`config.mk`:
```
export PLATFORM = sky130hd
export DESIGN_NAME = mem_arbiter
export DESIGN_NICKNAME = d
export VERILOG_FILES = /design/src/audio_pkg.sv /design/src/mem_arbiter.sv
export SDC_FILE = /design/constraint.sdc
export NUM_CORES = 1
export LEC_CHECK = 0
export ABC_AREA = 1
export BUFFER_PORTS_ARGS = -buffer_cell sky130_fd_sc_hd__buf_4
export CAP_MARGIN = 0
export CORE_MARGIN = 2
export CORE_UTILIZATION = 27
export CTS_BUF_LIST = sky130_fd_sc_hd__clkbuf_4
export DETAILED_ROUTE_END_ITERATION = 16
export MAX_ROUTING_LAYER = met4
export PLACE_DENSITY = 0.83
export SKIP_LAST_GASP = 1
export SYNTH_ARGS = -nofsm -noshare
export SYNTH_HDL_FRONTEND = slang
export SYNTH_SLANG_ARGS = --single-unit
```
`constraint.sdc`:
```
create_clock -name i_clk -period 1.3 [get_ports i_clk]
set_clock_uncertainty 0.05 [all_clocks]
set_input_delay 0.195 -clock i_clk [delete_from_list [all_inputs] [get_ports i_clk]]
set_output_delay 0.195 -clock i_clk [all_outputs]
set_load 0.005 [all_outputs]
```
`src/audio_pkg.sv`:
```
package audio_pkg;

    localparam int SAMPLE_W  = 16;
    localparam int ADDR_W    = 10;
    localparam int MEM_WORDS = 1024;                // also the recording capacity.
    localparam int BIT_CNT_W = $clog2(SAMPLE_W);

    typedef logic [SAMPLE_W-1:0]  sample_t;
    typedef logic [ADDR_W-1:0]    addr_t;
    typedef logic [BIT_CNT_W-1:0] bit_cnt_t;        // bit position inside a frame.

    typedef enum logic [2:0] {
        REC_IDLE,
        REC_WAIT_HIGH,
        REC_WAIT_LOW,
        REC_DELAY,
        REC_SHIFT,
        REC_WRITE,
        REC_PAUSE
    } rec_state_t;

    typedef enum logic [2:0] {
        PLAY_IDLE,
        PLAY_FETCH,
        PLAY_WAIT_HIGH,
        PLAY_WAIT_LOW,
        PLAY_DELAY,
        PLAY_SHIFT,
        PLAY_PAUSE
    } play_state_t;

    typedef struct packed {
        logic    req;
        logic    we;
        addr_t   addr;
        sample_t wdata;
    } mem_req_t;

    typedef struct packed {
        logic    en;
        logic    we;
        addr_t   addr;
        sample_t wdata;
    } mem_cmd_t;

endpackage

```
`src/mem_arbiter.sv`:
```
`timescale 1ns/1ps

module mem_arbiter import audio_pkg::*; (
    input  logic     i_clk,
    input  logic     i_rst_n,
    input  mem_req_t i_rec_req,
    input  mem_req_t i_play_req,
    output logic     o_rec_gnt,
    output logic     o_play_gnt,
    output mem_cmd_t o_cmd
);

    logic     rec_mask_q;                           // recorder was granted last cycle.
    logic     play_mask_q;
    logic     rec_gnt;
    logic     play_gnt;
    mem_req_t sel;

    // recorder first, the player takes the port in any cycle the recorder leaves free
    assign rec_gnt  = i_rec_req.req && !rec_mask_q;
    assign play_gnt = i_play_req.req && !play_mask_q && !rec_gnt;

    always_ff @(posedge i_clk or posedge i_rst_n) begin
        if (i_rst_n) begin
            rec_mask_q  <= 1'b0;
            play_mask_q <= 1'b0;
        end else begin
            rec_mask_q  <= rec_gnt;
            play_mask_q <= play_gnt;
        end
    end

    always_comb begin
        if (rec_gnt) begin
            sel = i_rec_req;
        end else begin
            sel = i_play_req;
        end
    end

    assign o_cmd = '{
        en:    rec_gnt || play_gnt,
        we:    sel.we,
        addr:  sel.addr,
        wdata: sel.wdata
    };

    assign o_rec_gnt  = rec_gnt;
    assign o_play_gnt = play_gnt;

endmodule

```
# == Yosys cells after proc, flatten, opt, wreduce, memory -nomap -nowiden ==
# Index checks and enable logic that the tools add are counted.
# totals
out_inout_bits,30
ff_bits,2
# classes
n_mux,1
n_reduce_logical,7
# ops
op,count
$mux W27,1
$logic_and A1 B1 Y1,3
$logic_not A1 Y1,3
$logic_or A1 B1 Y1,1

# == Longest topological paths before layout ==
# logic_depth
depth_word,5
depth_mapped,6

# == Least setup slack after synthesis ==
# No wires, ideal clock.
# synth_timing
kind,register -> output
start,register rec_mask_q
end,output port o_cmd[17] (netlist name)
setup_slack_ns,0.176
path_buffers,2
t_arrival_ns,0.879
stages_incl_launch_ff,7
cell_sequence,dfrtp_1 inv_2 nand2_2 buf_6 buf_6 nand2_1 nand2_1
# synth_lines
item,line_no,source
from (decl),mem_arbiter.sv:13,logic rec_mask_q;
from (signal assigned),mem_arbiter.sv:28,rec_mask_q <= rec_gnt;
to (decl),mem_arbiter.sv:10,output mem_cmd_t o_cmd

==> flow_summary.yaml <==
timing:
  slew_headroom_pct: 88.5
  hold_viol_final: 0
  finalSetupTns_ns: -3.81
  worstMarginPinSlew_ns: 0.173
  worst_slack_ns: -0.167
  post-route-period-util_pct: 113
  maxSlewViolCount: 0
  period_minus_slack_ns: 1.47
  grt_setup_unrepaired: "yes"
  whs_ns: 0.250
  fmax_ghz: 0.682
  setup_viol: 30
cts:
  tritoncts: "yes"
  cts_num_sinks: 2
  clkLatencyLatePin_ns: 0.23
  cts_buffers: 3
  cts_max_path_buffers: 2
  htree_num_levels: 1
  cts_root_buffer: "clkbuf_4"
  path_clk_slew_ns: 0.03
setup_path:
  crit_required_ns: 1.05
  ff2ff_path_depth: 4
  rr_startpoint: "rec_mask_q"
  rrSetupSlack_ns: 0.37
  cp-end-kind: "output port"
  crit_path_start_kind: "register"
  crit_end: "o_cmd[20]"
  crit_path_max_fanout: 8
  crit_type: "register to output port"
  critPathLaunch: "rec_mask_q"
  critPathSlowestCell: "dfrtp_1"
  rr_endpoint: "play_mask_q"
  worst_ep_arrival_time_ns: 1.22
  critical_path.max_stage_delay_ns: 0.36
  worstPathCellList: "inv_2 -> nand2_4 -> buf_8 -> nand2_2 -> nand2_1 -> buf_4"
placed_design:
  gp_congestion: 0.665
  portBuffers: 87
  placedCellCount: 202
  place_hpwl_mm: 1.79
die:
  die_area_um2: 2130
  ios: 88
  die_w_um: 46.1
  initial_core_util_pct: 28.4
  rows: 15
  core_um2: 1690
  die_h_um: 46.1
global_route:
  grt_antenna_before_repair: 0
  overflow: 0
  grt.met3_usage_pct: 6.27
  grt_pass1_vias: 770
  grt_pass1_wl_mm: 3.13
  grt_max_degree: 18
  top_usage_layer: "met2"
  grt_usage_pct: 21.0
  use_met2_pct: 35.8
  use_met1_pct: 22.3
synthesis:
  synth_compound_area_share_pct: 0
  synthMuxAreaShare_pct: 0
  syn-mean-instance-area_um2: 4.84
  synth_top_family_by_area: "simple AND/OR/NAND/NOR gates"
  syn_inst: 99
  synth_fa_ha_area_share_pct: 0
  synth.distinct_cells: 9
  yosys_warnings: 0
  synth-xor-area-share_pct: 0
  synth_area_um2: 479
  synthSimpleGateAreaFrac_pct: 74.2
  synth.ff_latch_count: 2
  synth_nets: 157
  ys_seq_area_share_pct: 10.4
routing:
  drt-pass1-iter-count: 4
  wl_per_cell_um: 15.4
  num_vias: 1072
  drt_first_iter_violations: 19
  totalWireLength_mm: 3.20
  ant_nets: 0
  via_per_inst: 5.15
  drc_errors: 0
final_layout:
  antennaDiodeCount: 0
  syn_to_final_growth_pct: 200
  drive_above_1_share_pct: 74.9
  mostFrequentLayoutCell: "buf_4"
  fin_cells: 208
  final_cell_mix: "buf_4, nand2_2, nand3_1, buf_6, nand2_1"
  nets: 251
power:
  p_leak_uw: 0.000832
  peakVddDrop_uv: 438
  power_per_cell_area_nw_per_um2: 547
status:
  violations: "negative setup slack"
  status: "complete, but fails checks"
worst_hold_path:
  hold_path_class: "primary input to register"
  whs_path_depth: 3
run:
  cap_violations: 0
==> registers in the layout, summed over array words and instances (netlist names) <==
| name | count |
|---|---|
| play_mask_q | 1 |
| rec_mask_q | 1 |
==> cells by family after synthesis <==
| kind of cell | Yosys count |
|---|---|
| buffers and inverters | 12 |
| DFF | 2 |
| and+or+nand+nor | 85 |
==> layer usage <==
metal  vias to the layer above  share of wire (%)
li1                        499                  -
met1                       503                 33
met2                        64                 57
met3                         6                8.4
met4                         0                1.8
met5                         -                  0
==> what timing repair did <==
action	CTS	global route
gates cloned	0	1
hold buffers	1	0
endpoints found under the setup margin	29	29
pin swaps	0	12
resized for setup	16	56
endpoints found under the hold margin	2	0
buffers inserted	1	0
==> final cells by class <==
cell class	count	area, um2
multi-input combinational	85	495
fill	99	250
tap	17	21.3
inverter	4	15.0
sequential	2	50.0
clock buffer	3	22.5
timing repair buffer	97	835
==> critical path, delay by kind of cell (launching register included) <==
family / cells / cell delay, ns
flops: 1 / 0.36
simple gates: 3 / 0.23
buf+inv: 3 / 0.40
==> worst min path at each step <==
stage / startpoint / endpoint / slack [ns]
2_1_floorplan: i_rst_n / play_mask_q / -0.11
3_3_place_gp: i_rst_n / play_mask_q / 0.007
3_5_place_dp: i_rst_n / play_mask_q / 0.01
4_1_cts: i_play_req[27] / play_mask_q / 0.19
5_1_grt: i_play_req[27] / play_mask_q / 0.26
6_report: i_play_req[27] / play_mask_q / 0.25
==> power by group <==
part	switching [uW]	total [uW]	internal, uW
Sequential	2.09	69.3	67.2
Combinational	236	574	338
Clock	42.1	144	102
Total	280	787	507
==> stage by stage <==
step           instance area, um2  utilization, %  total power (uW)  setup slack, ns
2_1_floorplan                 479               -               220            0.176
3_3_place_gp                 1150            67.9               487            0.135
3_5_place_dp                 1150            67.9               494            0.108
4_1_cts                      1240            73.2               670          -0.0936
5_1_grt                      1440            85.2               833           -0.216
6_report                     1440            85.2               787           -0.167
==> synthesized netlist by cell type <==
master / n / area share, %
buf_2: 5 / 5.2
buf_6: 3 / 7.0
dfrtp_1: 2 / 10
inv_1: 3 / 2.3
inv_2: 1 / 0.78
nand2_1: 56 / 44
nand2_2: 1 / 1.3
nand3_1: 27 / 28
nor2_1: 1 / 0.78
(Power assumes the default switching activity.)
