## config.mk

```make
export PLATFORM = sky130hd
export DESIGN_NAME = aud_player
export DESIGN_NICKNAME = d
export VERILOG_FILES = /design/src/audio_pkg.sv /design/src/aud_player.sv
export SDC_FILE = /design/constraint.sdc
export NUM_CORES = 1
export LEC_CHECK = 0
export BUFFER_PORTS_ARGS = -buffer_cell sky130_fd_sc_hd__clkbuf_2
export CAP_MARGIN = 20
export CORE_MARGIN = 3
export CORE_UTILIZATION = 35
export CTS_CLUSTER_SIZE = 24
export DETAILED_ROUTE_END_ITERATION = 10
export HOLD_SLACK_MARGIN = 0.12
export SLEW_MARGIN = 10
export SYNTH_ARGS = -nofsm -noshare
export SYNTH_HDL_FRONTEND = slang
export SYNTH_SLANG_ARGS = --single-unit
```

## constraint.sdc

```tcl
create_clock -name i_clk -period 2.6 [get_ports i_clk]
set_input_delay 0.26 -clock i_clk [delete_from_list [all_inputs] [get_ports i_clk]]
set_output_delay 0.26 -clock i_clk [all_outputs]
set_load 0.05 [all_outputs]
```

## src/audio_pkg.sv

```systemverilog
package audio_pkg;

    localparam int SAMPLE_W  = 16;
    localparam int ADDR_W    = 10;
    localparam int MEM_WORDS = 1024;                // also the recording capacity.
    localparam int BIT_CNT_W = $clog2(SAMPLE_W);

    typedef logic [SAMPLE_W-1:0]  sample_t;
    typedef logic [ADDR_W-1:0]    addr_t;
    typedef logic [BIT_CNT_W-1:0] bit_cnt_t;        // bit position inside a frame.

    typedef enum logic [2:0] {
        REC_IDLE,
        REC_WAIT_HIGH,
        REC_WAIT_LOW,
        REC_DELAY,
        REC_SHIFT,
        REC_WRITE,
        REC_PAUSE
    } rec_state_t;

    typedef enum logic [2:0] {
        PLAY_IDLE,
        PLAY_FETCH,
        PLAY_WAIT_HIGH,
        PLAY_WAIT_LOW,
        PLAY_DELAY,
        PLAY_SHIFT,
        PLAY_PAUSE
    } play_state_t;

    typedef struct packed {
        logic    req;
        logic    we;
        addr_t   addr;
        sample_t wdata;
    } mem_req_t;

    typedef struct packed {
        logic    en;
        logic    we;
        addr_t   addr;
        sample_t wdata;
    } mem_cmd_t;

endpackage

```

## src/aud_player.sv

```systemverilog
`timescale 1ns/1ps

module aud_player import audio_pkg::*; (
    input  logic     i_clk,
    input  logic     i_rst_n,
    input  logic     i_lrc,
    input  logic     i_start,
    input  logic     i_pause,
    input  logic     i_stop,
    input  addr_t    i_length,
    input  logic     i_gnt,
    input  sample_t  i_rdata,
    output mem_req_t o_req,
    output logic     o_dac_data,
    output logic     o_busy
);

    play_state_t state_q, state_d;
    addr_t       addr_q, addr_d;
    bit_cnt_t    bit_cnt_q, bit_cnt_d;
    sample_t     shift_q, shift_d;
    logic        last_bit;

    assign last_bit = (bit_cnt_q == bit_cnt_t'(SAMPLE_W - 1));

    always_comb begin
        state_d   = state_q;
        addr_d    = addr_q;
        bit_cnt_d = bit_cnt_q;
        shift_d   = shift_q;

        case (state_q)
            PLAY_IDLE: begin
                if (i_start) begin
                    state_d = PLAY_FETCH;
                    addr_d  = '0;
                end
            end
            PLAY_FETCH: begin
                if (i_gnt) begin
                    state_d = PLAY_DELAY;
                end
            end
            PLAY_DELAY: begin
                shift_d = i_rdata;                  // read data lands one cycle after grant.
                state_d = PLAY_WAIT_HIGH;
            end
            PLAY_WAIT_HIGH: begin
                if (i_lrc) begin
                    state_d = PLAY_WAIT_LOW;
                end
            end
            PLAY_WAIT_LOW: begin
                // the cycle that sees i_lrc low is the delay bit
                if (!i_lrc) begin
                    bit_cnt_d = '0;
                    state_d   = i_pause ? PLAY_PAUSE : PLAY_SHIFT;
                end
            end
            PLAY_SHIFT: begin
                shift_d   = {shift_q[SAMPLE_W-2:0], 1'b0};
                bit_cnt_d = bit_cnt_q + 1'b1;
                if (last_bit) begin
                    // a length of 0 means a full memory.
                    if (addr_q == addr_t'(i_length - 1'b1)) begin
                        state_d = PLAY_IDLE;
                    end else begin
                        addr_d  = addr_q + 1'b1;
                        state_d = PLAY_FETCH;
                    end
                end
            end
            PLAY_PAUSE: begin
                bit_cnt_d = bit_cnt_q + 1'b1;       // silent frame, sample is kept.
                if (last_bit) begin
                    state_d = PLAY_WAIT_HIGH;
                end
            end
            default: begin
                state_d = PLAY_IDLE;
            end
        endcase

        if (i_stop) begin
            state_d = PLAY_IDLE;
        end
    end

    always_ff @(posedge i_clk or posedge i_rst_n) begin
        if (i_rst_n) begin
            state_q   <= PLAY_IDLE;
            addr_q    <= '0;
            bit_cnt_q <= '0;
        end else begin
            state_q   <= state_d;
            addr_q    <= addr_d;
            bit_cnt_q <= bit_cnt_d;
        end
    end

    always_ff @(posedge i_clk) begin
        shift_q <= shift_d;
    end

    assign o_req = '{
        req:   (state_q == PLAY_FETCH),
        we:    1'b0,
        addr:  addr_q,
        wdata: '0
    };

    assign o_dac_data = (state_q == PLAY_SHIFT) && shift_q[SAMPLE_W-1];
    assign o_busy     = (state_q != PLAY_IDLE);

endmodule

```

* Word level (Yosys, flattened, before mapping)
Cells that the tools add are included.
Word-level totals: word-level logic and storage cells 52, output and inout port bits 30, register bits 33, input bits 33
Cells by class: add/subtract/negate cells 3, muxes and demuxes 17, equal/unequal tests 18, reductions and logical operators 10
Operator list (number):
- case mux 16 bit (2 select lines) | 1
- 2-to-1 mux 10 bit | 3
- 2-to-1 mux 3 bit | 7
- case mux 3 bit (7 select lines) | 1
- case mux 10 bit (2 select lines) | 1
- inequality test 3 bit (second input constant) | 6
- adder 10 x 1 -> 10 bit (second input constant) | 1
- == test 10 bit | 1
- subtractor 10 x 1 -> 10 bit (second input constant) | 1
- == test 3 bit (second input constant) | 3
- inequality test 2 bit (second input constant) | 4
- case mux 4 bit (2 select lines) | 1
- == test 3 x 2 -> 1 bit (second input constant) | 2
- AND reduction 6 bit | 1
- nonzero test 2 bit | 3
- adder 4 x 1 -> 4 bit (second input constant) | 1
- == test 4 bit (second input constant) | 1
- 2-to-1 mux 4 bit | 1
- AND reduction 4 bit | 1
- == test 3 x 1 -> 1 bit (second input constant) | 1
- zero test 3 bit | 1
- nonzero test 3 bit | 1
- 2-to-1 mux 2 bit | 1
- AND reduction 2 bit | 1
- 3 further kinds | 3

* Logic depth before layout (Yosys ltp)
depth after elaboration 6, gate-level depth with buffers 9, gate-level depth less buffers 9

* Worst setup path after synthesis
No wires, ideal clock.
path type reg-to-reg, from register addr_q[9], to register addr_q[2], slack -81 ps, setup time 126 ps, path buffers 0, clock period less this slack 2681 ps, data required time 2474 ps, data arrival time 2555 ps, stages on the path, launching flop included 8, path through dfrtp_1 xnor2_1 nand2_1 mux2_2 a221o_1 a2111oi_4 nor2_2 a221o_1
On the way: word-level cells in the longest chain between the ends 3
RTL lines:
- from (decl) | line aud_player.sv:19 | addr_t addr_q, addr_d;
- from (signal assigned) | line aud_player.sv:96 | addr_q <= addr_d;
- == test 10 bit | line aud_player.sv:65 | if (addr_q == addr_t'(i_length - 1'b1)) begin
- inequality test 2 bit (no source line)
- AND reduction 4 bit (no source line)
No other way between the ends. A chain may end at the register's enable or synchronous reset.

* Worst setup path after layout
from register addr_q[9], to register addr_q[0]
The elaborated chain is that of the path after synthesis.

==> impl_metrics.yaml <==
clock_network:
  cts_tree: "built"
  cts-root-buf: "clkbuf_8"
  cts_buffers: 5
  h-tree-depth: 2
  cts.clk_slew.worst_paths_ns: 0.07
  cts.sinks: 33
  clock_latency_ns: 0.28
  clock_path_buffers: 2
timing:
  fin_crit_sh_pct: 91.4
  fin_skew_ns: 0.00547
  setup_viol: 0
  fin_tns_setup_ns: 0
  fin_hold_ws_ns: 0.168
  min_period_ns: 2.38
  tightest_slew_ns: 0.650
  hold_viol_final: 0
  drv_slew: 0
  rsz0062_at_grt: "no"
  relSlewSlack_pct: 56.6
  fmax_ghz: 0.421
min_path:
  worstHoldPathType: "in2reg"
final_layout:
  multi_input_area_sq_um: 1170
  drive_gt1_share_pct: 25.6
  final.fill_count: 610
  regArea_sq_um: 906
  n_antenna_cell: 0
  nNetsFinal: 344
  syn2layout_area_growth_pct: 20.7
critical_path:
  path_common_cell: "mux2_2"
  critPathLaunchType: "flip-flop"
  cpMaxStageDelayCell: "a2111o_1"
  critPathRequiredTime_ns: 2.83
  critPathArrivalTime_ns: 2.60
  cp_cell_sequence: "xnor2_2 > nand2_1 > mux2_2 > a221o_1 > a2111o_1 > a21oi_2 > mux2_2"
  critical_path.max_fanout: 5
  critPathKind: "reg2reg"
  max_stage_delay_ns: 0.47
  crit_path_end_kind: "flip-flop"
pwr:
  power.internal_uw: 936
  clkPwrFrac_pct: 35.6
  irDropWorstVdd_v: 0.000238
  comb_power_share_pct: 19.8
  power.leakage_uw: 0.00121
  p_total_uw: 1320
  pwr-share-seq_pct: 44.5
  p_per_area_nw_per_um2: 497
  p_switching_uw: 380
  sw_frac_of_total_pct: 28.9
logic_synthesis:
  synth_top_area_cell: "edfxtp_1"
  synth_cell_types: 54
  syn_area_per_cell_sq_um: 8.80
  synth_area_leaders: "edfxtp_1 (22%), dfrtp_1 (19%), nand2_1 (10%), buf_4 (5.8%), a21oi_1 (3.0%)"
  yosys_most_used_dff: "dfrtp_1"
  yosysSeqAreaShare_pct: 41.3
  ys_async_sr_fraction_pct: 51.5
  ys_warn_count: 0
  ys_ff_latch: 33
  syn_area_sq_um: 2190
  synth.top_cell.area_share_pct: 21.9
  synth_edf_count: 16
  syn_inst: 249
floorplanning:
  core_area_sq_um: 5990
  pin_count: 63
  die-area_sq_um: 7250
  die_width_um: 85.1
  std_cell_rows: 28
  die_h_um: 85.1
  start_util_pct: 36.6
global_routing:
  grt_pass1_vias: 1692
  grt_max_degree: 19
  grt_use_total_pct: 13.8
  grt_overflow: 0
  antenna_found_initial: 0
  grt_pass1_wl_um: 8070
drt:
  dr.pass1.iters: 5
  wl_per_cell_um: 12.9
  drtIter0Drc: 117
  wl_um: 4950
  drcViolationCount: 0
  vias: 1901
  ant_nets: 0
  via_per_inst: 4.95
outcome:
  status: "completed"
place:
  gp_congestion: 0.874
  dp_hpwl_um: 3830
  port_buffers: 45
flow_run:
  cap_viol_max_count: 0
-- registers in the layout (all words and copies together), names as in the netlist --
register,cells
shift_q,16
bit_cnt_q,4
addr_q,10
state_q,3
-- Yosys cell counts (2+ instances only) --
cell       count
nor2b_1        3
o22ai_1        2
and2_1         5
o21bai_1       2
nor4_1         2
a221o_1        3
xnor2_1        6
inv_1          9
ha_1           3
mux2_2         2
a2bb2oi_1      2
nand2b_1       2
a311oi_1       3
nor3_1         6
buf_4         17
dfrtp_1       17
a31oi_1        2
nor2_1        11
nand2_1       59
a211oi_1       4
and3_1         3
nand3_1       11
edfxtp_1      16
a21oi_1       13
or3_2          2
xor2_1         5
o31ai_1        2
or4_1          2
o21ai_0        5
clkbuf_1       6
-- placed cells by master (no fill, tap or decap), drive strengths merged, types with 4 or more instances in the layout --
cell type / synthesis / layout
a211oi: 4 / 4
a21oi: 14 / 14
a311oi: 4 / 4
and2: 5 / 5
buf: 18 / 14
clkbuf: 6 / 51
conb: 1 / 17
dfrtp: 17 / 17
edfxtp: 16 / 16
inv: 9 / 9
nand2: 59 / 59
nand3: 11 / 11
nor2: 12 / 12
nor2b: 4 / 4
nor3: 6 / 6
o21ai: 6 / 6
xnor2: 6 / 6
xor2: 5 / 5
-- worst max-delay path, delay by kind of cell, from the launching register on --
family	cells	cell delay, ns
compound gates	3	1.05
mux	2	0.45
flops	1	0.40
xor+xnor	1	0.30
simple gates	1	0.11
-- layout make-up --
type	instances	share of cell area [%]
repair buffers	60	12.9
flip-flops and latches	33	34.2
inverters	9	1.28
clock inverters	2	1.28
well taps	75	3.55
multi-input cells	199	44.1
clock buffers	6	2.74
-- repair_timing --
action	in CTS	in global routing
endpoints found under the setup margin	0	0
buffers inserted	0	0
hold buffers	1	0
gates resized for setup	0	0
hold endpoints to repair	17	0
-- logic make-up (layout without fill, tap and decap cells) --
group           count (synthesis)  in the layout  share of synthesized area (%)
compound gates                 49             49                           16.8
xor+xnor                       11             11                           4.39
fa+ha+maj                       3              3                           1.71
buf+inv                        33             77                           8.56
flops                          33             33                           41.3
mux                             3              3                           1.48
other cells                     1             17                          0.171
simple gates                  116            116                           25.6
-- power groups by stage --
| stage | Clock (uW) | Combinational [uW] | Sequential, uW |
|---|---|---|---|
| floorplan | 0 | 215 | 588 |
| global placement | 0 | 257 | 596 |
| detailed placement | 0 | 260 | 597 |
| CTS | 483 | 262 | 586 |
| global route | 510 | 286 | 589 |
| finish | 469 | 261 | 586 |
-- metal layers --
layer	up-vias	track usage, %	part of all wire (%)
met5	-	0	0
met4	0	4.75	1.5
met3	6	3.20	6.0
met2	66	21.2	45
met1	862	19.2	47
li1	967	-	-
-- stage by stage --
step	setup slack [ns]	cells	cell area (sq um)	util, %
2_1_floorplan	0.000134	265	2260	-
3_3_place_gp	0.0605	375	2530	42.2
3_5_place_dp	0.0762	375	2530	42.2
4_1_cts	0.216	384	2650	44.2
5_1_grt	0.128	384	2650	44.2
6_report	0.224	384	2650	44.2
-- path summary, 6_finish.rpt --
kind | startpoint | endpoint | slack (ns) | cells past startpoint
min in group asynchronous | i_rst_n | addr_q[5] | 0.59 | 3
max in group asynchronous | i_rst_n | state_q[0] | 1.59 | 3
max | addr_q[9] | addr_q[0] | 0.22 | 7
min reg2reg | shift_q[1] | shift_q[2] | 0.51 | 2
max reg2reg | addr_q[9] | addr_q[0] | 0.22 | 7
min | i_stop | state_q[2] | 0.17 | 2
Power figures use the tool's default switching activity.
