**config.mk**
```make
export PLATFORM = sky130hd
export DESIGN_NAME = aud_recorder
export DESIGN_NICKNAME = d
export VERILOG_FILES = /design/src/audio_pkg.sv /design/src/aud_recorder.sv
export SDC_FILE = /design/constraint.sdc
export NUM_CORES = 1
export LEC_CHECK = 0
export BUFFER_PORTS_ARGS = -buffer_cell sky130_fd_sc_hd__buf_2
export CAP_MARGIN = 40
export CORE_ASPECT_RATIO = 1.75
export CORE_MARGIN = 1.5
export CORE_UTILIZATION = 48
export CTS_BUF_LIST = sky130_fd_sc_hd__clkbuf_8
export CTS_CLUSTER_SIZE = 20
export DETAILED_ROUTE_END_ITERATION = 10
export GPL_TIMING_DRIVEN = 1
export PLACE_DENSITY = 0.8
export SLEW_MARGIN = 20
export SYNTH_ARGS = -nofsm -noshare
export SYNTH_HDL_FRONTEND = slang
export SYNTH_SLANG_ARGS = --single-unit
```
**constraint.sdc**
```tcl
create_clock -name i_clk -period 2 [get_ports i_clk]
set_clock_uncertainty 0.2 [all_clocks]
set_input_delay 0.2 -clock i_clk [delete_from_list [all_inputs] [get_ports i_clk]]
set_output_delay 0.2 -clock i_clk [all_outputs]
set_load 0.01 [all_outputs]
```
**src/audio_pkg.sv**
```systemverilog
package audio_pkg;

    localparam int SAMPLE_W  = 16;
    localparam int ADDR_W    = 10;
    localparam int MEM_WORDS = 1024;                // also the recording capacity.
    localparam int BIT_CNT_W = $clog2(SAMPLE_W);

    typedef logic [SAMPLE_W-1:0]  sample_t;
    typedef logic [ADDR_W-1:0]    addr_t;
    typedef logic [BIT_CNT_W-1:0] bit_cnt_t;        // bit position inside a frame.

    typedef enum logic [2:0] {
        REC_IDLE,
        REC_WAIT_HIGH,
        REC_WAIT_LOW,
        REC_DELAY,
        REC_SHIFT,
        REC_WRITE,
        REC_PAUSE
    } rec_state_t;

    typedef enum logic [2:0] {
        PLAY_IDLE,
        PLAY_FETCH,
        PLAY_WAIT_HIGH,
        PLAY_WAIT_LOW,
        PLAY_DELAY,
        PLAY_SHIFT,
        PLAY_PAUSE
    } play_state_t;

    typedef struct packed {
        logic    req;
        logic    we;
        addr_t   addr;
        sample_t wdata;
    } mem_req_t;

    typedef struct packed {
        logic    en;
        logic    we;
        addr_t   addr;
        sample_t wdata;
    } mem_cmd_t;

endpackage

```
**src/aud_recorder.sv**
```systemverilog
`timescale 1ns/1ps

module aud_recorder import audio_pkg::*; (
    input  logic     i_clk,
    input  logic     i_rst_n,
    input  logic     i_lrc,
    input  logic     i_adc_data,
    input  logic     i_start,
    input  logic     i_pause,
    input  logic     i_stop,
    input  logic     i_gnt,
    output mem_req_t o_req,
    output addr_t    o_count,
    output logic     o_busy
);

    rec_state_t state_q, state_d;
    addr_t      addr_q, addr_d;
    bit_cnt_t   bit_cnt_q, bit_cnt_d;
    sample_t    shift_q, shift_d;
    logic       adc_q;                              // data bit, one cycle behind the pin.

    always_comb begin
        state_d   = state_q;
        addr_d    = addr_q;
        bit_cnt_d = bit_cnt_q;
        shift_d   = shift_q;

        case (state_q)
            REC_IDLE: begin
                if (i_start) begin
                    state_d = REC_WAIT_HIGH;
                    addr_d  = '0;                   // new recording starts at 0.
                end
            end
            REC_WAIT_HIGH: begin
                if (i_lrc) begin
                    state_d = REC_WAIT_LOW;
                end
            end
            REC_WAIT_LOW: begin
                if (!i_lrc) begin
                    state_d = i_pause ? REC_PAUSE : REC_DELAY;
                end
            end
            REC_DELAY: begin
                // adc_q now holds the I2S delay bit, which is dropped
                bit_cnt_d = '0;
                state_d   = REC_SHIFT;
            end
            REC_SHIFT: begin
                shift_d   = {shift_q[SAMPLE_W-2:0], adc_q};
                bit_cnt_d = bit_cnt_q + 1'b1;
                if (bit_cnt_q == bit_cnt_t'(SAMPLE_W - 1)) begin
                    state_d = REC_WRITE;
                end
            end
            REC_WRITE: begin
                if (i_gnt) begin
                    addr_d = addr_q + 1'b1;         // wraps to 0 on a full memory.
                    if (addr_q == addr_t'(MEM_WORDS - 1)) begin
                        state_d = REC_IDLE;
                    end else begin
                        state_d = REC_WAIT_HIGH;
                    end
                end
            end
            REC_PAUSE: begin
                if (!i_pause) begin
                    state_d = REC_WAIT_HIGH;
                end
            end
            default: begin
                state_d = REC_IDLE;
            end
        endcase

        // a write already in flight is finished, any other frame is dropped.
        if (i_stop && (state_q != REC_WRITE || i_gnt)) begin
            state_d = REC_IDLE;
        end
    end

    always_ff @(posedge i_clk or posedge i_rst_n) begin
        if (i_rst_n) begin
            state_q   <= REC_IDLE;
            addr_q    <= '0;
            bit_cnt_q <= '0;
        end else begin
            state_q   <= state_d;
            addr_q    <= addr_d;
            bit_cnt_q <= bit_cnt_d;
        end
    end

    always_ff @(posedge i_clk) begin
        adc_q   <= i_adc_data;
        shift_q <= shift_d;
    end

    assign o_req = '{
        req:   (state_q == REC_WRITE),
        we:    1'b1,
        addr:  addr_q,
        wdata: shift_q
    };

    assign o_count = addr_q;                        // samples written so far.
    assign o_busy  = (state_q != REC_IDLE);

endmodule

```
-- Word-level counts from Yosys, hierarchy flattened
Index checks and enable logic that the tools add are counted.
- add/sub/neg operators: 2
- eq/ne operators: 17
- mux-type cells: 14
- reductions and logical operators: 8
- operator list (cell ; number):
    two-way mux 3 bit ; 8
    case mux 3 bit (7 select lines) ; 1
    two-way mux 10 bit ; 2
    case mux 10 bit (2 select lines) ; 1
    != test 3 bit, second input constant ; 6
    adder 10 x 1 -> 10 bit, second input constant ; 1
    equality test 10 bit, second input constant ; 1
    equality test 3 bit, second input constant ; 3
    case mux 4 bit (2 select lines) ; 1
    equality test 3 x 2 -> 1 bit, second input constant ; 2
    AND reduction 6 bit ; 1
    adder 4 x 1 -> 4 bit, second input constant ; 1
    equality test 4 bit, second input constant ; 1
    != test 2 bit, second input constant ; 2
    nonzero test 2 bit ; 2
    equality test 3 x 1 -> 1 bit, second input constant ; 1
    logical NOT 3 bit ; 1
    != test 3 x 2 -> 1 bit, second input constant ; 1
    AND reduction 3 bit ; 1
    nonzero test 3 bit ; 1
    logical AND 1 bit ; 1
    logical OR 1 bit ; 1
    two-way mux 1 bit ; 1
- register bits after elaboration: 34

-- Depth between registers and ports, before layout
Gate-level depths: netlist of run 1.
- depth after elaboration: 5
- depth in mapped cells: 6
- mapped depth without buffers: 5

-- Worst setup path before layout of run 1
Ideal clock, no wire load.
- path kind: register to register
- start: reg state_q[0]
- end: reg addr_q[6], in the netlist o_count[6]
- library setup time: 0.078 ns
- arrival: 1.699 ns
- data required time: 1.722 ns
- setup slack: 0.023 ns
- cell stages (with the launch flop): 6
- buffers on the path: 1
- period minus slack after synthesis: 1.977 ns
- cells stage by stage: dfrtp_1 > buf_6 > or3b_4 > a21o_1 > or4_1 > a21oi_1
- cells in the longest elaborated chain, start to end: 3
- elaborated cells on any way between the ends: 7
- ends and longest elaborated chain (item ; RTL line ; RTL):
    from (decl) ; aud_recorder.sv:17 ; rec_state_t state_q, state_d;
    from (signal assigned) ; aud_recorder.sv:90 ; state_q <= state_d;
    equality test 3 bit / logical NOT 3 bit (equally long branches) ; aud_recorder.sv:29 ; case (state_q)
    != test 2 bit (no line) / nonzero test 2 bit (equally long branches) ; - ;
    AND reduction 3 bit (no line) ; - ;
    to (signal assigned) ; aud_recorder.sv:91 ; addr_q <= addr_d;
    to (decl) ; aud_recorder.sv:18 ; addr_t addr_q, addr_d;
Several ways; a longest one is shown, not always the timed one.
A chain may end at the register's enable or synchronous reset.

-- Worst setup path in the final report of run 1
- start: reg state_q[0]
- end: reg addr_q[7], in the netlist o_count[7]
Same word-level chain as after synthesis.

==> flow_metrics.tcl, run 1 <==
set metrics [dict create \
    outcome "finished, violations left" \
    violations "negative setup slack" \
    ant_nets 0 \
    powerDensity_nw_per_um2 996 \
    synth_commonest_cells "dfrtp_1, edfxtp_1, buf_4" \
    wl_per_cell_um 16.2 \
    die_h_um 80.8 \
    instances_no_fill 241 \
    numPortBuffers 45 \
    p_leak_nw 0.910 \
    tightest_slew_ns 0.689 \
    cts_buffers 5 \
    final_util_pct 62.0 \
    r2r-end "o_count[7]" \
    synth_top_area_share_pct 28.9 \
    die_area_um2 3840 \
    placed_cell_area_um2 1890 \
    synthTopCellsByArea "edfxtp_1, dfrtp_1, buf_4, a21oi_1, o21ai_0" \
    avgSynthCellArea_um2 11.0 \
    hp-start "i_stop" \
    grt_max_degree 19 \
    grt_pass1_wl_mm 5.89 \
    r2r_setup_slack_ns -0.001 \
    cts-root-buf "clkbuf_8" \
    async_flop_share_pct 50.0 \
    drv_slew 0 \
    hold_viol 0 \
    cts.path.max_buffers 2 \
    antenna_found_initial 0 \
    ys_seq_elements 34 \
    hold_end "state_q[1]" \
    place.gp.congestion 0.915 \
    dieWidth_um 47.5 \
    viasPerCell 5.61 \
    p_switching_mw 0.627 \
    ir_drop_uv 757 \
    critPathArrivalTime_ns 2.01 \
    yosys.cell_count.top_type "dfrtp_1" \
    clk_pin_slew_ns 0.07 \
    setup_viol 1 \
    syn_to_final_growth_pct 24.1 \
    power.internal_mw 1.43 \
    p_total_mw 2.05 \
    syn_area_um2 1660 \
    fin_nets 205 \
    hpwl_mm 2.61 \
    wirelength_mm 3.91 \
    hold_depth 3 \
    clock_latency_ns 0.29 \
    rsz0062_at_grt "yes" \
    p_clk_share_pct 29.5 \
    overflow 0 \
    maxSlewHeadroom_pct 54.0 \
    seqPwrFrac_pct 42.2 \
    drt_iter0_drc 49 \
    rows 28 \
    crit_path_end_kind "flip-flop" \
    yosys_warnings 0 \
    core_region_area_um2 3330 \
    cts_tree "done" \
    vias 1353 \
    start_util_pct 49.9 \
    grtUsageTotal_pct 21.5 \
    p_comb_share_pct 28.3 \
    netSwitchingFraction_pct 30.5 \
    ys.flop_type "dfrtp_1" \
    pin_count 47 \
    drc 0 \
    cts_sinks 34 \
    drv_cap 0 \
    post-route-period-util_pct 100 \
    rr_startpoint "state_q[0]" \
    syn_nets 161 \
    firstDrtPassIters 4 \
    hold_class "input pin to flip-flop" \
    htreeDepth 2 \
    first_global_vias 1282 \
    drive_above_1_share_pct 36.2 \
    r2r_cells 4 \
    placed_cells 230 \
    critPathKind "flip-flop to flip-flop" \
    critPathLaunchType "flip-flop" \
    fmax_mhz 500 \
    finalCriticalPeriod_ns 2.00 \
    syn_inst 151 \
    yosys.area.top_type "edfxtp_1" \
    yosys.cell_types.count 43 \
    diodes 0 \
    synth_seq_area_share_pct 55.7 \
    design_area_um2 2060 \
    worst_ep_required_time_ns 2.01 \
    fin_ws_ns -0.00137 \
    cp_max_fo 7 \
    synth_edf_count 16 \
]
sequential cells by signal, indices dropped and copies added, names as in the netlist:
register / count
adc_q: 1
bit_cnt_q: 4
state_q: 3
shift_q: 16
o_count: 10
cells by family (layout without fill, tap and decap cells):
kind of cell / Yosys count / after routing / synth area share, %
other: 1 / 1 / 0.226
muxes: 3 / 3 / 1.88
and+or+nand+nor: 42 / 42 / 14.4
adders and majority gates: 2 / 2 / 1.51
AOI/OAI and AO/OA: 42 / 42 / 16.6
DFF: 34 / 34 / 55.7
buffers and inverters: 25 / 70 / 8.66
xor gates and xnor gates: 2 / 2 / 1.05
worst max path at each step:
stage | from | to | slack, ns | cells past startpoint
after global placement | state_q[0] | o_count[9] | 0.07 | 4
after CTS | state_q[0] | o_count[6] | 0.003 | 4
after detailed placement | state_q[0] | o_count[7] | -0.002 | 4
final | state_q[0] | o_count[7] | -0.001 | 4
after global routing | state_q[0] | o_count[7] | -0.04 | 5
after floorplan | state_q[0] | o_count[6] | 0.02 | 5
timing repair:
action | in CTS | in global routing
pin swaps | 1 | 3
setup endpoints to repair | 2 | 5
resized for setup | 2 | 7
hold buffers | 2 | 0
endpoints found under the hold margin | 18 | 0
setup buffers | 0 | 1
cell type report:
cell class                      count  area [um2]
Fill cell                         287        1270
Tap cell                           45        56.3
Multi-Input combinational cell     92         633
Clock buffer                        5        68.8
Timing Repair Buffer               54         310
Clock inverter                      3        37.5
Sequential cell                    34         926
Inverter                            8        30.0
power groups by stage:
stage               clock (mW)  sequential, mW  combinational [mW]
floorplan                    0           0.874               0.369
global placement             0           0.870               0.510
detailed placement           0           0.877               0.536
CTS                      0.615           0.864               0.554
global route             0.650           0.873               0.631
finish                   0.607           0.866               0.580
layout by cell type, fill, tap and decap left out, types with 4 or more instances in the layout:
cell type / instances
edfxtp_1: 16
buf_2: 45
o21ai_0: 8
inv_1: 9
buf_4: 6
dfrtp_1: 17
nand2_1: 8
a21oi_1: 7
nor2b_1: 4
nand2b_1: 4
clkbuf_8: 5
nor2_1: 5
stage by stage:
| step | hold WS, ns | setup slack [ns] | TNS (ns) |
|---|---|---|---|
| floorplan | -0.0739 | 0.0233 | 0 |
| detailed placement | 0.105 | -0.00206 | -0.00206 |
| global route | 0.115 | -0.0382 | -0.0582 |
| global placement | 0.104 | 0.0662 | 0 |
| CTS | 0.0698 | 0.00287 | 0 |
| finish | 0.0738 | -0.00137 | -0.00137 |
metal layers:
metal	global-route usage (%)	part of all wire (%)	vias up	wire length, um
met5	0	0	-	0
met2	36.9	56	34	2180
li1	-	-	635	-
met1	23.8	39	674	1520
met3	4.67	2.9	10	114
met4	10.3	2.5	0	97
worst max-delay path, stage by stage, from the launching register on:
cell and delay (ns):
dfrtp_1 0.38, or3b_4 0.42, a21o_4 0.24, or4_1 0.53, a21oi_2 0.15
Power figures use the tool's default switching activity.
==> run 2, diff against run 1 <==
--- a/config.mk
+++ b/config.mk
@@ -9,12 +9,12 @@
 export CAP_MARGIN = 40
 export CORE_ASPECT_RATIO = 1.75
 export CORE_MARGIN = 1.5
-export CORE_UTILIZATION = 48
+export CORE_UTILIZATION = 40
 export CTS_BUF_LIST = sky130_fd_sc_hd__clkbuf_8
 export CTS_CLUSTER_SIZE = 20
 export DETAILED_ROUTE_END_ITERATION = 10
 export GPL_TIMING_DRIVEN = 1
-export PLACE_DENSITY = 0.8
+export PLACE_DENSITY = 0.67
 export SLEW_MARGIN = 20
 export SYNTH_ARGS = -nofsm -noshare
 export SYNTH_HDL_FRONTEND = slang
==> constraint.sdc (replaced) <==
create_clock -name i_clk -period 2.6 [get_ports i_clk]
set_clock_uncertainty 0.2 [all_clocks]
set_input_delay 0.26 -clock i_clk [delete_from_list [all_inputs] [get_ports i_clk]]
set_output_delay 0.26 -clock i_clk [all_outputs]
set_load 0.01 [all_outputs]
==> run 2 against run 1 <==
The run now ends clean. Critical path depth stayed put. Sequential cell count stayed put. Global-route usage decreased by 4.4 points. Hold slack better by 0.076 ns. Cell area is 5.0% lower. Critical path type unchanged. Largest power group unchanged. Highest routed layer unchanged.
==> flow_metrics.tcl, run 2 (same netlist as run 1, synthesis figures left out) <==
set metrics [dict create \
    outcome "finished, final reports clean" \
    worst_ep_required_time_ns 2.61 \
    top_register "shift_q" \
    fin_nets 200 \
    crit_path_end_kind "flip-flop" \
    cts-root-buf "clkbuf_8" \
    p_leak_nw 0.875 \
    start_util_pct 42.2 \
    hold_depth 3 \
    cts_buffers 5 \
    firstDrtPassIters 4 \
    antenna_found_initial 0 \
    pin_count 47 \
    grt_max_degree 19 \
    dpl_worst_slack_ns 0.533 \
    drv_slew 0 \
    rr_startpoint "state_q[0]" \
    maxSlewHeadroom_pct 54.0 \
    final_common_cell "buf_2" \
    critPathLaunchType "flip-flop" \
    cts.repair.resized 0 \
    ant_nets 0 \
    rows 30 \
    cp_max_fo 13 \
    grt_pass1_wl_mm 5.82 \
    r2r_cells 4 \
    viasPerCell 5.39 \
    htreeDepth 2 \
    tightest_slew_ns 0.689 \
    critPathArrivalTime_ns 2.08 \
    drive_above_1_share_pct 29.8 \
    hold_end "state_q[1]" \
    fin_ws_ns 0.526 \
    vias 1288 \
    diodes 0 \
    hpwl_mm 2.69 \
    cts_sinks 34 \
    rsz0062_at_grt "no" \
    wl_per_cell_um 14.7 \
    ir_drop_uv 466 \
    r2r-end "o_count[6]" \
    post-route-period-util_pct 79.8 \
    numPortBuffers 45 \
    dieWidth_um 51.7 \
    finalCriticalPeriod_ns 2.07 \
    cts_tree "done" \
    core_region_area_um2 3940 \
    hold_viol 0 \
    hold_ws_ns 0.149 \
    die_area_um2 4560 \
    first_global_vias 1219 \
    drt_iter0_drc 38 \
    most-common-layout-cells "buf_2, dfrtp_1, edfxtp_1" \
    die_h_um 88.3 \
    clk_pin_slew_ns 0.06 \
    hp-start "i_stop" \
    syn_to_final_growth_pct 17.8 \
    drc 0 \
    powerDensity_nw_per_um2 730 \
    hold_class "input pin to flip-flop" \
    cts_hold_buf 2 \
    cts.path.max_buffers 2 \
    setup_viol 0 \
    place.gp.congestion 0.815 \
    setup_tns_ns 0 \
    fmax_mhz 482 \
    largest_register_ffs 16 \
    critPathKind "flip-flop to flip-flop" \
    clock_latency_ns 0.28 \
    drv_cap 0 \
    grtUsageTotal_pct 17.2 \
    r2r_setup_slack_ns 0.53 \
    overflow 0 \
    cts_setup_buffers 0 \
    wirelength_mm 3.51 \
]
## run 2: worst max-delay path, stage by stage (launching register included)
cell     delay [ns]
dfrtp_1        0.38
or3b_4         0.41
a21o_1         0.31
or4_1          0.55
a21oi_1        0.15
## run 2: cell type report
type	instances	area, um2
fillers	396	1980
multi-input cells	92	592
clock inverters	2	7.51
repair buffers	49	260
inverters	8	30.0
clock buffers	6	82.6
flip-flops and latches	34	926
well taps	48	60.1
## run 2: stage by stage
| stage | area (um2) | utilization (%) | power [mW] | std cells |
|---|---|---|---|---|
| global placement | 1850 | 46.9 | 1.03 | 229 |
| CTS | 1960 | 49.7 | 1.44 | 239 |
| floorplan | 1660 | - | 0.957 | 151 |
| detailed placement | 1850 | 46.9 | 1.06 | 229 |
| finish | 1960 | 49.7 | 1.43 | 239 |
| global route | 1960 | 49.7 | 1.51 | 239 |
## run 2: how the worst max path moves through the flow
stage / from / to / slack [ns] / cells past startpoint
after global placement: state_q[0] / o_count[7] / 0.60 / 4
after global routing: state_q[0] / o_count[6] / 0.42 / 4
after detailed placement: state_q[0] / o_count[6] / 0.53 / 4
after CTS: state_q[0] / o_count[7] / 0.51 / 4
after floorplan: state_q[0] / o_count[6] / 0.62 / 5
final: state_q[0] / o_count[6] / 0.53 / 4
## run 2: where the power goes
| part | internal (mW) | switching (mW) | leakage, nW | total [mW] |
|---|---|---|---|---|
| Sequential | 0.625 | 0.0448 | 0.388 | 0.670 |
| Clock | 0.208 | 0.176 | 0.0538 | 0.383 |
| Combinational | 0.148 | 0.228 | 0.433 | 0.376 |
## run 2: layer usage
layer  GRT usage (%)  up-vias  routed length, um
met4            7.18        0                 65
li1                -      622                  -
met5               0        -                  0
met3            4.05        6                193
met1            18.2      615               1320
met2            31.7       45               1930
==> run 3, diff against run 2 <==
--- a/config.mk
+++ b/config.mk
@@ -14,7 +14,7 @@
 export CTS_CLUSTER_SIZE = 20
 export DETAILED_ROUTE_END_ITERATION = 10
 export GPL_TIMING_DRIVEN = 1
-export PLACE_DENSITY = 0.67
+export PLACE_DENSITY = 0.69
 export SLEW_MARGIN = 20
 export SYNTH_ARGS = -nofsm -noshare
 export SYNTH_HDL_FRONTEND = slang
==> constraint.sdc (replaced) <==
create_clock -name i_clk -period 1.75 [get_ports i_clk]
set_clock_uncertainty 0.2 [all_clocks]
set_input_delay 0.175 -clock i_clk [delete_from_list [all_inputs] [get_ports i_clk]]
set_output_delay 0.175 -clock i_clk [all_outputs]
set_load 0.01 [all_outputs]
==> run 3 against run 2 <==
The flow now finishes with violations (negative setup slack). Non-clock buffer count rose by 19. Clock power up 89%. Register-to-register slack worse by 0.65 ns. Sequential share of layout area decreased by 5.6 points. Via count increased by 8.9%. Combinational power increased by 90%. Sequential cell count is the same. Die area unchanged. Sequential power grew 48%. Critical path depth rose by 1. Wire length rose by 14%. Fmax is 11% higher.
==> flow_metrics.tcl, run 3 (same netlist as run 1, synthesis figures left out) <==
set metrics [dict create \
    worst_ep_required_time_ns 1.73 \
    place.gp.congestion 0.818 \
    drt_iter0_drc 43 \
    drv_cap 0 \
    rows 30 \
    hpwl_mm 3.03 \
    grtUsageTotal_pct 19.3 \
    final_common_cell "buf_2" \
    start_util_pct 42.2 \
    die_area_um2 4560 \
    critPathLaunchType "flip-flop" \
    dpl_worst_slack_ns -0.128 \
    hold_ws_ns 0.0625 \
    wl_per_cell_um 15.6 \
    largest_register_ffs 16 \
    wirelength_mm 4.01 \
    critPathKind "flip-flop to flip-flop" \
    fin_nets 219 \
    cts.path.max_buffers 2 \
    p_total_mw 2.43 \
    cts_tree "done" \
    hold_class "input pin to flip-flop" \
    design_area_um2 2220 \
    clock_latency_ns 0.29 \
    vias 1403 \
    most-common-layout-cells "buf_2, buf_4, dfrtp_1, edfxtp_1" \
    max_stage_delay_ns 0.41 \
    rsz0062_at_grt "yes" \
    fin_ws_ns -0.122 \
    diodes 0 \
    p_leak_nw 0.978 \
    cts_sinks 34 \
    drc 0 \
    overflow 0 \
    crit_path_end_kind "flip-flop" \
    top_register "shift_q" \
    fmax_mhz 534 \
    cp_max_fo 7 \
    die_h_um 88.3 \
    grt_pass1_wl_mm 6.40 \
    htreeDepth 2 \
    cts_buffers 5 \
    antenna_found_initial 0 \
    hp-start "i_stop" \
    cts_setup_buffers 0 \
    rr_startpoint "state_q[2]" \
    first_global_vias 1409 \
    pin_count 47 \
    post-route-period-util_pct 107 \
    dieWidth_um 51.7 \
    outcome "finished, violations left" \
    syn_to_final_growth_pct 33.8 \
    setup_viol 11 \
    powerDensity_nw_per_um2 1090 \
    crit_chain "or3b_4, a21o_4, buf_4, o31ai_4, a21oi_2" \
    ant_nets 0 \
    viasPerCell 5.44 \
    drv_slew 0 \
    core_region_area_um2 3940 \
    clk_pin_slew_ns 0.07 \
    finalCriticalPeriod_ns 1.87 \
    crit_slowest_cell "or3b_4" \
    hold_viol 0 \
    nFillCells 346 \
    numPortBuffers 45 \
    critPathLaunch "state_q[2]" \
    critPathArrivalTime_ns 1.85 \
    firstDrtPassIters 4 \
    cts-root-buf "clkbuf_8" \
    grt_max_degree 19 \
    ir_drop_uv 722 \
    placed_cell_area_um2 2010 \
    drive_above_1_share_pct 43.8 \
    violations "negative setup slack" \
]
## run 3: per-stage QoR
stage | setup TNS, ns | util (%) | std cells
after floorplan | -0.609 | - | 151
after global placement | -0.282 | 51.0 | 248
after detailed placement | -0.477 | 51.0 | 248
after CTS | -0.666 | 54.7 | 258
after global routing | -1.30 | 56.4 | 258
final | -0.648 | 56.4 | 258
## run 3: layout make-up
cell class                 instances  area [um2]  area share [%]
multi-input combinational         92         673            30.3
inverter                           8        30.0            1.35
tap                               48        60.1            2.70
timing repair buffer              68         419            18.9
clock inverter                     3        45.0            2.03
sequential                        34         927            41.7
clock buffer                       5        68.8            3.10
## run 3: per-layer routing
metal / part of all wire [%] / GRT usage [%] / vias to the layer above / wire [um]
met3: 4.2 / 5.07 / 9 / 170
met5: 0 / 0 / - / 0
met2: 57 / 36.1 / 49 / 2290
met1: 36 / 18.1 / 680 / 1460
met4: 2.4 / 11.5 / 0 / 95
li1: - / - / 665 / -
## run 3: power breakdown
group / switching, mW / internal, mW / leakage (nW) / total [mW]
clock: 0.299 / 0.423 / 0.0504 / 0.722
combinational: 0.414 / 0.299 / 0.541 / 0.713
sequential: 0.0625 / 0.928 / 0.387 / 0.991
total: 0.775 / 1.65 / 0.978 / 2.43
## run 3: what timing repair did
item | CTS | global route
gates resized for setup | 5 | 14
endpoints found under the hold margin | 18 | 0
hold buffers | 2 | 0
pin swaps | 4 | 4
cloned | 0 | 0
setup endpoints to repair | 12 | 12
## run 3: path summary, 6_finish.rpt
path	endpoint	slack (ns)	cells after the start
max	o_count[6]	-0.12	5
min	state_q[1]	0.06	3
max reg2reg	o_count[6]	-0.12	5
min reg2reg	shift_q[0]	0.22	0
max in group asynchronous	state_q[1]	0.88	4
min in group asynchronous	bit_cnt_q[2]	0.24	4
## run 3: critical path, delay by kind of cell (launching register included)
kind / cells / cell delay (ns)
AO/OA/AOI/OAI: 3 / 0.58
AND/OR/NAND/NOR: 1 / 0.41
flip-flops: 1 / 0.40
buffers and inverters: 1 / 0.17
